### config.mk
export PLATFORM = sky130hd
export DESIGN_NAME = noc_rx_decoder
export DESIGN_NICKNAME = d
export VERILOG_FILES = /design/src/tsqr_pkg.sv /design/src/noc_rx_decoder.sv
export SDC_FILE = /design/constraint.sdc
export NUM_CORES = 1
export LEC_CHECK = 0
export ABC_AREA = 1
export BUFFER_PORTS_ARGS = -buffer_cell sky130_fd_sc_hd__buf_2
export CORE_ASPECT_RATIO = 0.7
export CORE_MARGIN = 2
export CORE_UTILIZATION = 43
export DETAILED_ROUTE_END_ITERATION = 6
export PLACE_DENSITY = 0.82
export SLEW_MARGIN = 10
export SYNTH_ARGS = -nofsm -noshare
export SYNTH_HDL_FRONTEND = slang
export SYNTH_SLANG_ARGS = --single-unit
export TNS_END_PERCENT = 100
### constraint.sdc
create_clock -name clk_ctrl -period 1.9 [get_ports clk_ctrl]
set_input_delay 0.095 -clock clk_ctrl [delete_from_list [all_inputs] [get_ports clk_ctrl]]
set_output_delay 0.095 -clock clk_ctrl [all_outputs]
set_load 0.02 [all_outputs]
### src/tsqr_pkg.sv
/*
   tsqr tile controller shared definitions
   sizes, packet words, enums and the bundles passed between the blocks
*/
package tsqr_pkg;

   ////////////////////////////////////////
   // sizes
   localparam int WORD_W       = 32;
   localparam int LANES        = 8;   // words per line, lane 0 in the top bits
   localparam int LINES        = 8;   // lines per bank
   localparam int LANE_W       = $clog2(LANES);
   localparam int LINE_W       = $clog2(LINES);
   localparam int MATRIX_WORDS = 64;  // payload words per matrix
   localparam int WORD_CNT_W   = $clog2(MATRIX_WORDS);
   localparam int MAX_MATRICES = 64;  // request limit for one run
   localparam int SPAD_STEP    = 64;

   typedef logic [WORD_W-1:0]                   word_t;
   typedef logic [LANES*WORD_W-1:0]             line_t;
   typedef logic [LINE_W-1:0]                   line_addr_t;
   typedef logic [LANE_W-1:0]                   lane_idx_t;
   typedef logic [11:0]                         spad_offset_t;
   typedef logic [$clog2(MAX_MATRICES+1)-1:0]   matrix_cnt_t;

   ////////////////////////////////////////
   // packet constants
   // header bits 23:18 of a short packet, bit 28 low
   localparam logic [5:0] SHORT_TYPE_A = 6'd0;
   localparam logic [5:0] SHORT_TYPE_B = 6'd8;

   localparam word_t CMD_TOGGLE = 32'h8000_0000;  // flips the enable
   localparam word_t CMD_SPAD   = 32'd3;          // scratchpad handshake

   localparam word_t REQ_HDR   = 32'b000_0_011_0_010_001_000000_0000_00_001_000;
   localparam word_t REQ_ARG   = 32'h0000_0001;
   localparam word_t RES_HDR0  = 32'b000_1_100_0_010_001_000000_0110_00_001_001;
   localparam word_t RES_HDR1  = 32'b0000_0000_0000_00_001_001_0000_0000_0000;
   localparam word_t SPAD_HDR  = 32'b000_1_101_0_010001_00_0110_0001_00_010000;
   localparam word_t SPAD_DST0 = 32'h0001_0000;   // low 12 bits carry the offset
   localparam word_t SPAD_DST1 = 32'h0001_1000;

   ////////////////////////////////////////
   // enums and bundles
   typedef enum logic {
      BANK_A = 1'b0,
      BANK_B = 1'b1
   } bank_e;

   typedef enum logic [1:0] {
      TX_REQUEST,
      TX_SPAD,
      TX_RESULT
   } tx_kind_e;

   typedef struct packed {
      logic  valid;
      word_t data;
      logic  last;
   } stream_s;

   typedef struct packed {
      logic             en;
      bank_e            bank;
      line_addr_t       addr;
      logic [LANES-1:0] lane_mask;  // bit l enables data[l*WORD_W +: WORD_W]
      line_t            data;
   } line_wr_s;

   typedef struct packed {
      logic       en;
      bank_e      bank;
      line_addr_t addr;
   } kernel_rd_s;

   typedef struct packed {
      logic       en;
      line_addr_t addr;
      line_t      data;
   } kernel_wr_s;

endpackage

### src/noc_rx_decoder.sv
/*
   network receive decoder
   sorts short and long packets, keeps enable, request and bank state,
   and decides which packet the sequencer sends next
*/
module noc_rx_decoder import tsqr_pkg::*; (
   input  logic     clk_ctrl,
   input  logic     clk_ctrl_rst_low,
   input  stream_s  stream_in,
   input  logic     tx_busy,
   input  logic     tx_done,
   input  logic     kernel_done,
   output logic     stream_in_ready,
   output stream_s  load_word,
   output bank_e    load_bank,
   output logic     tx_start,
   output tx_kind_e tx_kind,
   output logic     kernel_start
);

   typedef enum logic [1:0] {
      RX_IDLE,
      RX_SKIP_ADDR,
      RX_PAYLOAD,
      RX_SHORT_CMD
   } rx_state_e;

   rx_state_e   rx_state;
   logic        enabled;
   logic        pkt_requested;  // request sent, matrix not yet in
   logic        res_pending;    // kernel finished, result not yet sent
   logic        discard;        // current long packet is dropped
   logic [1:0]  bank_full;
   logic [1:0]  full_after;
   matrix_cnt_t matrix_cnt;
   tx_kind_e    last_kind;
   logic        in_fire;
   logic        is_short;
   logic        long_ok;
   logic        want_result;
   logic        want_request;

   assign stream_in_ready = ~tx_busy;
   assign in_fire         = stream_in.valid & stream_in_ready;

   assign is_short = ~stream_in.data[28] & (stream_in.data[23:18] == SHORT_TYPE_A ||
                                            stream_in.data[23:18] == SHORT_TYPE_B);
   assign long_ok  = enabled & pkt_requested & ~res_pending;

   // first free bank, stable for a whole packet
   assign load_bank  = bank_full[BANK_A] ? BANK_B : BANK_A;
   assign full_after = bank_full | (2'b01 << load_bank);

   assign want_result  = enabled & res_pending;
   assign want_request = enabled & ~res_pending & ~pkt_requested & ~(&bank_full) &
                         (matrix_cnt < MAX_MATRICES);

   assign load_word = '{valid: (rx_state == RX_PAYLOAD) & in_fire & ~discard,
                        data:  stream_in.data,
                        last:  stream_in.last};

   // incoming words win over a new outgoing packet
   always_comb begin
      tx_start = 1'b0;
      tx_kind  = TX_REQUEST;
      case (rx_state)
         RX_IDLE: begin
            if (!stream_in.valid && !tx_busy) begin
               if (want_result) begin
                  tx_start = 1'b1;
                  tx_kind  = TX_RESULT;
               end else if (want_request) begin
                  tx_start = 1'b1;
               end
            end
         end
         RX_SHORT_CMD: begin
            if (in_fire && stream_in.data == CMD_SPAD && pkt_requested) begin
               tx_start = 1'b1;
               tx_kind  = TX_SPAD;
            end
         end
         default: ;
      endcase
   end

   always_ff @(posedge clk_ctrl) begin
      if (!clk_ctrl_rst_low) begin
         rx_state      <= RX_IDLE;
         enabled       <= 1'b0;
         pkt_requested <= 1'b0;
         res_pending   <= 1'b0;
         discard       <= 1'b0;
         bank_full     <= 2'b00;
         matrix_cnt    <= '0;
         last_kind     <= TX_REQUEST;
         kernel_start  <= 1'b0;
      end else begin
         kernel_start <= 1'b0;
         case (rx_state)
            RX_IDLE: begin
               if (in_fire) begin
                  if (is_short) begin
                     rx_state <= RX_SHORT_CMD;
                  end else begin
                     rx_state <= RX_SKIP_ADDR;
                     discard  <= ~long_ok;
                  end
               end
            end
            RX_SKIP_ADDR: if (in_fire) rx_state <= RX_PAYLOAD;  // address word unused
            RX_PAYLOAD: begin
               if (in_fire && stream_in.last) begin
                  rx_state <= RX_IDLE;
                  if (!discard) begin
                     bank_full[load_bank] <= 1'b1;
                     matrix_cnt           <= matrix_cnt + 1'b1;
                     pkt_requested        <= 1'b0;
                     kernel_start         <= &full_after;  // both banks loaded
                  end
               end
            end
            RX_SHORT_CMD: begin
               if (in_fire) begin
                  rx_state <= RX_IDLE;
                  if (stream_in.data == CMD_TOGGLE) enabled <= ~enabled;
               end
            end
            default: rx_state <= RX_IDLE;
         endcase

         if (tx_start) last_kind <= tx_kind;
         if (tx_done) begin
            if (last_kind == TX_REQUEST) pkt_requested <= 1'b1;
            if (last_kind == TX_RESULT) res_pending <= 1'b0;
         end

         // kernel consumed both inputs
         if (kernel_done) begin
            bank_full   <= 2'b00;
            res_pending <= 1'b1;
         end
      end
   end

endmodule

Yosys cells after proc, flatten, opt, wreduce, memory -nomap -nowiden
Index checks and enable logic that the tools add are counted.
{"block": "word_totals", "register_bits": 18, "wordCells": 98}
{"block": "op_classes", "addsub": 1, "n_lt_le_gt_ge": 3, "eq_ne": 11, "shifts": 1, "mux": 26, "n_bitwise": 25, "n_reduce_logical": 22}
{"cell": "$eq 32x2->1 const B", "count": 1}
{"cell": "$eq 32x32->1 const B", "count": 1}
{"cell": "$mux 1", "count": 15}
{"cell": "$mux 2", "count": 7}
{"cell": "$not 1->1", "count": 12}
{"cell": "$and 1x1->1", "count": 11}
{"cell": "$reduce_and 3->1", "count": 3}
{"cell": "$pmux 2 s4", "count": 1}
{"cell": "$add 7x1->7 const B", "count": 1}
{"cell": "$lt 7x7->1 const B", "count": 1}
{"cell": "$eq 2x2->1 const B", "count": 3}
{"cell": "$eq 6x4->1 const B", "count": 1}
{"cell": "$logic_not 6->1", "count": 1}
{"cell": "$ne 2x2->1 const B", "count": 3}
{"cell": "$reduce_and 2->1", "count": 3}
{"cell": "$logic_and 1x1->1", "count": 5}
{"cell": "$logic_not 2->1", "count": 2}
{"cell": "$or 2x2->2", "count": 2}
{"cell": "$pmux 2 s2", "count": 1}
{"cell": "$reduce_and 4->1", "count": 1}
{"cell": "$reduce_bool 2->1", "count": 2}
{"cell": "$reduce_or 4->1", "count": 1}
{"cell": "$eq 2x1->1 const B", "count": 1}
{"cell": "$logic_not 1->1", "count": 2}
{"cell": "8 further kinds", "count": 8}

Logic depth before layout (Yosys ltp)
Gate-level depths: netlist of run 1.
{"block": "depth", "word_depth": 9, "mapped_depth": 11}

Worst setup path after synthesis of run 1
Ideal clock, no wire load.
{"block": "synth_path", "kind": "register to register", "from": "register rx_state[0]", "to": "register last_kind[1]", "setup_ps": 115, "arrival_time_ps": 1312, "required_ps": 1785, "setup_slack_ps": 473, "stages_incl_launch_ff": 11, "n_path_buf": 0, "period_less_slack_ps": 1427, "cell_sequence": "dfxtp_1 -> inv_1 -> ha_1 -> inv_1 -> nand2_1 -> nor2_1 -> nand2_1 -> nor2_2 -> nand2_2 -> a21oi_1 -> nor2_1"}
{"block": "synth_via", "elab_chain_cells": 2}
{"element": "start: declaration", "line": "noc_rx_decoder.sv:28", "text": "rx_state_e rx_state;"}
{"element": "start signal: assignment", "line": "noc_rx_decoder.sv:89", "text": "rx_state <= RX_IDLE;"}
{"element": "start signal: assignment", "line": "noc_rx_decoder.sv:104", "text": "rx_state <= RX_SHORT_CMD;"}
{"element": "start signal: assignment", "line": "noc_rx_decoder.sv:106", "text": "rx_state <= RX_SKIP_ADDR;"}
{"element": "$eq 2x2->1 / $logic_not 2->1 (equally long branches)", "line": "noc_rx_decoder.sv:66", "text": "case (rx_state)"}
{"element": "$pmux 2 s2 / $pmux 1 s2 (equally long branches)", "line": "noc_rx_decoder.sv:66"}
{"element": "end signal: assignment", "line": "noc_rx_decoder.sv:132", "text": "if (tx_start) last_kind <= tx_kind;"}
{"element": "end: declaration", "line": "noc_rx_decoder.sv:36", "text": "tx_kind_e last_kind;"}
Several ways; a longest one is shown, not always the timed one.
A chain may end at the register's enable or synchronous reset.

Final worst setup path of run 1
{"block": "layout_path", "from": "register rx_state[0]", "to": "output tx_start"}
{"block": "layout_via", "elab_chain_cells": 2}
{"element": "$eq 2x2->1 / $logic_not 2->1 (equally long branches)", "line": "noc_rx_decoder.sv:66"}
{"element": "$pmux 1 s2 *", "line": "noc_rx_decoder.sv:66"}
{"element": "end: declaration", "line": "noc_rx_decoder.sv:16", "text": "output logic tx_start,"}
Every way passes the cells marked *; elsewhere a longest branch is shown, timed or not.

==> results of run 1 <==
## worst register-to-register path, stage by stage (launching register included)
cell and delay (ns):
dfxtp_2 0.35, inv_1 0.06, ha_1 0.32, inv_1 0.08
nand2_1 0.05, nor2_1 0.09, nand2_1 0.06, nor2_2 0.09
nand2_2 0.09, a21oi_1 0.14, nor2_1 0.06
## path summary, 6_finish.rpt
check	from	endpoint	slack [ns]	cells after the start
worst min register to register	matrix_cnt[4]$_SDFFE_PN0P_	matrix_cnt[4]$_SDFFE_PN0P_	0.47	2
worst min-delay path	kernel_done	res_pending$_SDFFE_PN0P_	0.11	3
worst max-delay path	rx_state[0]$_SDFFE_PN0P_	tx_start	0.15	10
worst max register to register	rx_state[0]$_SDFFE_PN0P_	last_kind[1]$_SDFFE_PN0P_	0.41	10
## metal layers
metal | track usage, % | wire, um | part of all wire (%)
met3 | 4.217 | 169 | 5.6
met5 | 0 | 0 | 0
met1 | 23.11 | 1427 | 47
met4 | 3.774 | 23 | 0.76
met2 | 27.36 | 1399 | 46
## kinds of logic (layout without fill, tap and decap cells)
logic type	Yosys count	in the layout	synth area share, %
simple gates	92	92	33.74
buf+inv	57	105	25.59
compound gates	20	20	7.685
flops	18	18	26.99
fa+ha+maj	5	5	4.686
xor+xnor	2	2	1.312
## per-stage QoR
stage	setup slack, ns	instance area (sq um)
5_1_grt	0.01315	1580
2_1_floorplan	0.4728	1335
4_1_cts	0.07592	1570
3_5_place_dp	0.3622	1515
3_3_place_gp	0.3816	1515
6_report	0.1514	1580
## state kept, by name (all words and copies together) (netlist names)
register       flops
res_pending        1
bank_full          2
last_kind          2
enabled            1
kernel_start       1
rx_state           2
matrix_cnt         7
pkt_requested      1
discard            1
## Yosys cell counts, drive strengths merged
master / count / area (sq um)
nor3: 6 / 35.03
inv: 23 / 86.33
xor2: 2 / 17.52
nor2: 39 / 166.4
nand2: 27 / 106.4
ha: 5 / 62.56
or2: 1 / 6.260
o31ai: 1 / 7.510
o21ai: 6 / 30.03
nand4: 3 / 33.78
buf: 34 / 255.2
nand3b: 2 / 15.01
a21oi: 13 / 65.06
nor3b: 1 / 12.51
dfxtp: 18 / 360.4
nand3: 13 / 75.07
## power by group
part / internal, mW / switching (mW) / leakage, nW
Combinational: 0.0782 / 0.129 / 0.616
Sequential: 0.385 / 0.00574 / 0.147
Clock: 0.184 / 0.125 / 0.0288
## layout make-up
class                   instances  area [sq um]  area share (%)
clock buffers                   4         55.05           3.484
flip-flops and latches         18         362.8           22.96
well taps                      36         45.04           2.850
multi-input cells             119         638.1           40.38
repair buffers                 78         392.9           24.86
inverters                      23         86.33           5.463
==> results by group, run 1 <==
Status
  – Outcome: finished clean

Clocking
  – Clock Sinks: 18
  – Clk Latency, worst-skew pair: 0.25 ns
  – H-tree depth: 1
  – Hold buffer count at cts: 0
  – CTS buffer count: 3
  – Worst-path clk slew: roughly 0.070 ns
  – CTS tree: yes
  – Longest Clk Path Bufs: 2
  – CTS Root Cell: clkbuf_8
  – PostCTS Resize Cnt: 0
  – # Post-CTS Setup Buffers: 0

Worst setup path
  – Crit path DAT: 1.65 ns
  – Crit Path Class: reg -> out
  – Critical Path Start Type: flop
  – Cell repeated most along the worst path: nand2_1
  – CP bufs+invs: 3
  – Critical path's largest stage delay: approximately 0.35 ns
  – Critical Path RT: between 1.5 and 2 ns
  – Crit path max-delay family: simple AND/OR/NAND/NOR gates
  – CP max FO: 5
  – Crit-path cells: inv_1 -> ha_1 -> inv_1 -> nand2_1 -> nor2_1 -> nand2_1 -> nor2_2 -> nand2_2 -> nand2_1 -> buf_4
  – Crit. End Element: output port
  – Critical Path Slowest Stage Cell: dfxtp_2

Layout
  – Commonest non-fill, non-tap cell in the layout: buf_2
  – Net count, final: 287
  – Commonest non-fill, non-tap cells in the layout: buf_2 (77), nor2_1 (35), nand2_1 (25)
  – Synthesis-to-finish area growth: 18.37%
  – Non-filler cells, final: ~280
  – Final Util: between 50% and 60%
  – N_diodes: 0
  – Fillers: around 310
  – Fraction of layout cells with a size suffix above 1: 41.32%

Logic synthesis
  – Mapped Cells: ~190
  – Avg Cell Area, Syn: between 6 and 7 sq um
  – #FFs+latches synth: 18
  – Yosys cell types: 24
  – Cell area after synthesis: ~1300 sq um
  – Share of the yosys chip area belonging to registers: 26.99%
  – Net Count, Synth: roughly 240
  – Ys Warns: 0

Global routing
  – Global-route usage over all layers: 16.99%
  – GR Overflow Total: 0
  – Vias in the first global route: ~1100
  – Initial antenna violation count: 0
  – First-pass GRT wire length: between 4000 and 5000 um
  – Largest net degree at the start of global routing: 11

Detailed routing
  – Pre-antenna DRT Iters: 4
  – DRC marker count from the first detailed-route iteration: 57
  – Via/cell ratio: roughly 4.6
  – Wirelength, routed: around 3000 um
  – Antenna Nets Post-Route: 0
  – Vias: around 1300
  – DRC violations left: 0
  – WL per Instance: approximately 11 um

Floorplan
  – Core Rows: 16
  – Die Y: about 50 um
  – Starting Density: between 40% and 50%
  – Die X: between 70 and 80 um
  – Core ar.: a little under 3000 sq um
  – Die area: approximately 3600 sq um
  – I/O Pins: 79

Timing
  – Setup TNS: 0 ns
  – Hold Slack: about 0.11 ns
  – Fin. Hold Viols: 0
  – Max Clock Freq: roughly 570 MHz
  – Max-slew violation count: 0
  – Rel. slew slack: 80.45%
  – Setup violators final: 0
  – Fin crit period: approximately 1.7 ns
  – Final Cycle Share: around 90%
  – Clock skew: 0.001834 ns
  – RSZ-0062 raised after global routing: no
  – Worst Max-Slew Pin Slew: about 0.3 ns

Flow run
  – Max cap viols: 0

Power
  – Tot Pwr: roughly 0.9 mW
  – Pleak: just under 0.8 nW
  – Maximum vdd drop: between 300 and 400 uV
  – PwrDens: 573.5 nW/um^2

Place
  – Hpwl dp: 2519 um
  – Gpl congestion: 0.8068
  – Number of port buffers: just under 80
  – Placed insts: 274

Hold path
  – Hold WC Path Type: in -> reg
(Power assumes the default switching activity.)
==> run 2: changes to the inputs <==
--- a/config.mk
+++ b/config.mk
@@ -12,6 +12,7 @@
 export CORE_UTILIZATION = 43
 export DETAILED_ROUTE_END_ITERATION = 6
 export PLACE_DENSITY = 0.82
+export REMOVE_ABC_BUFFERS = 1
 export SLEW_MARGIN = 10
 export SYNTH_ARGS = -nofsm -noshare
 export SYNTH_HDL_FRONTEND = slang
==> run 2 against run 1 <==
Effect of this change:
- critical path depth is the same
- count of clock-buffer cells in the layout is the same
- sequential cell count is the same
- highest routed layer unchanged
- worst hold slack is essentially flat
- power shrank 0.29%
- final cell count is the same
- via count shrank 3.4%
- combinational power is essentially flat
- die area is the same
- routed wire length shrank 2.3%
- utilization shrank 0.087 points
- sequential share of layout area is essentially flat
==> results by group, run 2 (synthesized netlist as in run 1, its figures left out) <==
Clocking
  – Longest Clk Path Bufs: 2 (unchanged)
  – Clock Sinks: 18 (unchanged)
  – CTS tree: yes (unchanged)
  – Clk Latency, worst-skew pair: 0.25 ns (about the same)
  – CTS buffer count: 3 (unchanged)
  – CTS Root Cell: clkbuf_8 (unchanged)
  – Worst-path clk slew: 0.07 ns (about the same)
  – Hold buffer count at cts: 0 (unchanged)
  – H-tree depth: 1 (unchanged)

Timing
  – RSZ-0062 raised after global routing: no (unchanged)
  – Final Cycle Share: 93.89% (was 92.03%)
  – Worst Max-Slew Pin Slew: 0.2874 ns (was 0.2929 ns)
  – Rel. slew slack: 80.77% (was 80.45%)
  – Setup TNS: 0 ns (unchanged)
  – Fin crit period: 1.784 ns (was 1.749 ns)
  – Min setup slack post-route: 0.1161 ns (was 0.1514 ns)
  – Fin. Hold Viols: 0 (unchanged)
  – Max Clock Freq: 560.6 MHz (was 571.9 MHz)
  – Setup violators final: 0 (unchanged)
  – Clock skew: 0.002392 ns (was 0.001834 ns)
  – Max-slew violation count: 0 (unchanged)

Hold path
  – Hold Path Cell Cnt: 3 (unchanged)
  – Hold endpoint: res_pending$_SDFFE_PN0P_ (unchanged)
  – Hold WC Path Type: in -> reg (unchanged)
  – Min-delay src: kernel_done (unchanged)

Status
  – Outcome: finished clean (unchanged)

Floorplan
  – Core Rows: 16 (unchanged)
  – Core ar.: 2883 sq um (unchanged)
  – Die Y: 50.62 um (unchanged)
  – I/O Pins: 79 (unchanged)
  – Starting Density: 46.31% (unchanged)
  – Die area: 3574 sq um (unchanged)
  – Die X: 70.60 um (unchanged)

Detailed routing
  – Pre-antenna DRT Iters: 4 (unchanged)
  – Via/cell ratio: 4.460 (was 4.615)
  – Antenna Nets Post-Route: 0 (unchanged)
  – DRC violations left: 0 (unchanged)
  – DRC marker count from the first detailed-route iteration: 61 (was 57)
  – Wirelength, routed: 2952 um (was 3020 um)
  – WL per Instance: 10.62 um (was 10.86 um)
  – Vias: 1240 (was 1283)

Layout
  – Commonest non-fill, non-tap cells in the layout: buf_2 (78), nor2_1 (35), nand2_1 (25) (was buf_2 (77), nor2_1 (35), nand2_1 (25))
  – Max reg flops: 7 (unchanged)
  – Biggest register: matrix_cnt (unchanged)
  – Register area: 362.8 sq um (unchanged)
  – Commonest non-fill, non-tap cell in the layout: buf_2 (unchanged)
  – Fillers: 303 (was 305)
  – Synthesis-to-finish area growth: 18.18% (was 18.37%)
  – Area of the multi-input gates: 638.1 sq um (unchanged)
  – Net count, final: 287 (unchanged)
  – Fraction of layout cells with a size suffix above 1: 41.32% (unchanged)
  – N_diodes: 0 (unchanged)

Power
  – Combinational fraction of design power: 23.0% (was 22.8%)
  – PwrDens: 572.7 nW/um^2 (was 573.5 nW/um^2)
  – Switch share: 28.37% (was 28.57%)
  – Pleak: 0.7915 nW (was 0.7914 nW)
  – Clk network pwr share: 33.7% (was 34.1%)
  – Cell-internal power: 0.6472 mW (was 0.6473 mW)
  – P_sw: 0.2563 mW (was 0.2589 mW)
  – Sequential Power Share: 43.3% (was 43.1%)
  – Maximum vdd drop: 296.1 uV (was 337.9 uV)

Flow run
  – Max cap viols: 0 (unchanged)

Global routing
  – First-pass GRT wire length: 4450 um (was 4802 um)
  – GR Overflow Total: 0 (unchanged)
  – Global-route usage over all layers: 15.90% (was 16.99%)
  – Initial antenna violation count: 0 (unchanged)
  – Largest net degree at the start of global routing: 11 (unchanged)
  – Vias in the first global route: 1020 (was 1073)

Worst setup path
  – Crit. End Element: output port (unchanged)
  – R2R Path Start: rx_state[0]$_SDFFE_PN0P_ (unchanged)
  – RR Endpoint: last_kind[1]$_SDFFE_PN0P_ (unchanged)
  – Critical Path Start Type: flop (unchanged)
  – R2r setup slk: 0.39 ns (was 0.41 ns)
  – Crit Path Class: reg -> out (unchanged)
  – Critical Path RT: 1.80 ns (about the same)
  – Crit path DAT: 1.69 ns (was 1.65 ns)
  – CP max FO: 5 (unchanged)
  – Reg2reg path depth: 10 (unchanged)

Place
  – Gpl congestion: 0.8524 (was 0.8068)
  – Hpwl dp: 2505 um (was 2519 um)
  – Number of port buffers: 78 (unchanged)
  – Setup WS pre-CTS: 0.3433 ns (was 0.3622 ns)
==> run 2: cell counts in the layout (fill, tap and decap cells not counted) <==
No cell type changed its count.
==> run 2: power groups by stage <==
stage,sequential [mW],clock [mW],combinational (mW)
floorplan,0.397,0,0.0559
global placement,0.399,0,0.204
detailed placement,0.399,0,0.205
CTS,0.390,0.315,0.206
global route,0.391,0.335,0.225
finish,0.391,0.305,0.208
==> run 2: worst max path at each step <==
stage	startpoint	to	slack (ns)	cells past startpoint
3_5_place_dp	rx_state[0]$_SDFFE_PN0P_	tx_start	0.34	10
6_report	rx_state[0]$_SDFFE_PN0P_	tx_start	0.12	10
2_1_floorplan	rx_state[0]$_SDFFE_PN0P_	last_kind[1]$_SDFFE_PN0P_	0.47	10
3_3_place_gp	rx_state[0]$_SDFFE_PN0P_	tx_start	0.38	10
4_1_cts	rx_state[0]$_SDFFE_PN0P_	tx_start	0.06	10
5_1_grt	rx_state[0]$_SDFFE_PN0P_	tx_start	0.01	10
==> run 2: timing repair <==
item                                    CTS  global route
setup buffers                             0             0
gates resized for setup                   0             3
endpoints found under the setup margin    0             3
==> run 2: stage by stage <==
step                      utilization (%)  area [sq um]  hold WS [ns]  std cells  total power [mW]
after floorplan                         -          1080        0.1900        160            0.4531
after global placement              52.56          1515        0.3648        274            0.6024
after detailed placement            52.56          1515        0.3718        274            0.6042
after CTS                           54.47          1570        0.1021        278            0.9121
after global routing                54.73          1578       0.09215        278            0.9515
final                               54.73          1578        0.1061        278            0.9036
==> run 2: layer usage <==
metal	wire [um]	GRT usage, %	part of all wire, %
met2	1255	24.06	43
met4	11	3.145	0.37
met1	1500	22.45	51
met3	185	4.819	6.3
met5	0	0	0
==> run 2: cell type report <==
type	count	area share, %
repair buffers	78	24.74
well taps	36	2.855
inverters	23	5.472
multi-input cells	119	40.44
flip-flops and latches	18	23.00
clock buffers	4	3.489
==> run 2: critical path, cell delays in order, from the launching register on <==
cell	delay (ns)
dfxtp_2	0.35
inv_1	0.06
ha_1	0.32
inv_1	0.08
nand2_1	0.05
nor2_1	0.10
nand2_1	0.07
nor2_2	0.09
nand2_2	0.09
nand2_1	0.07
buf_2	0.16
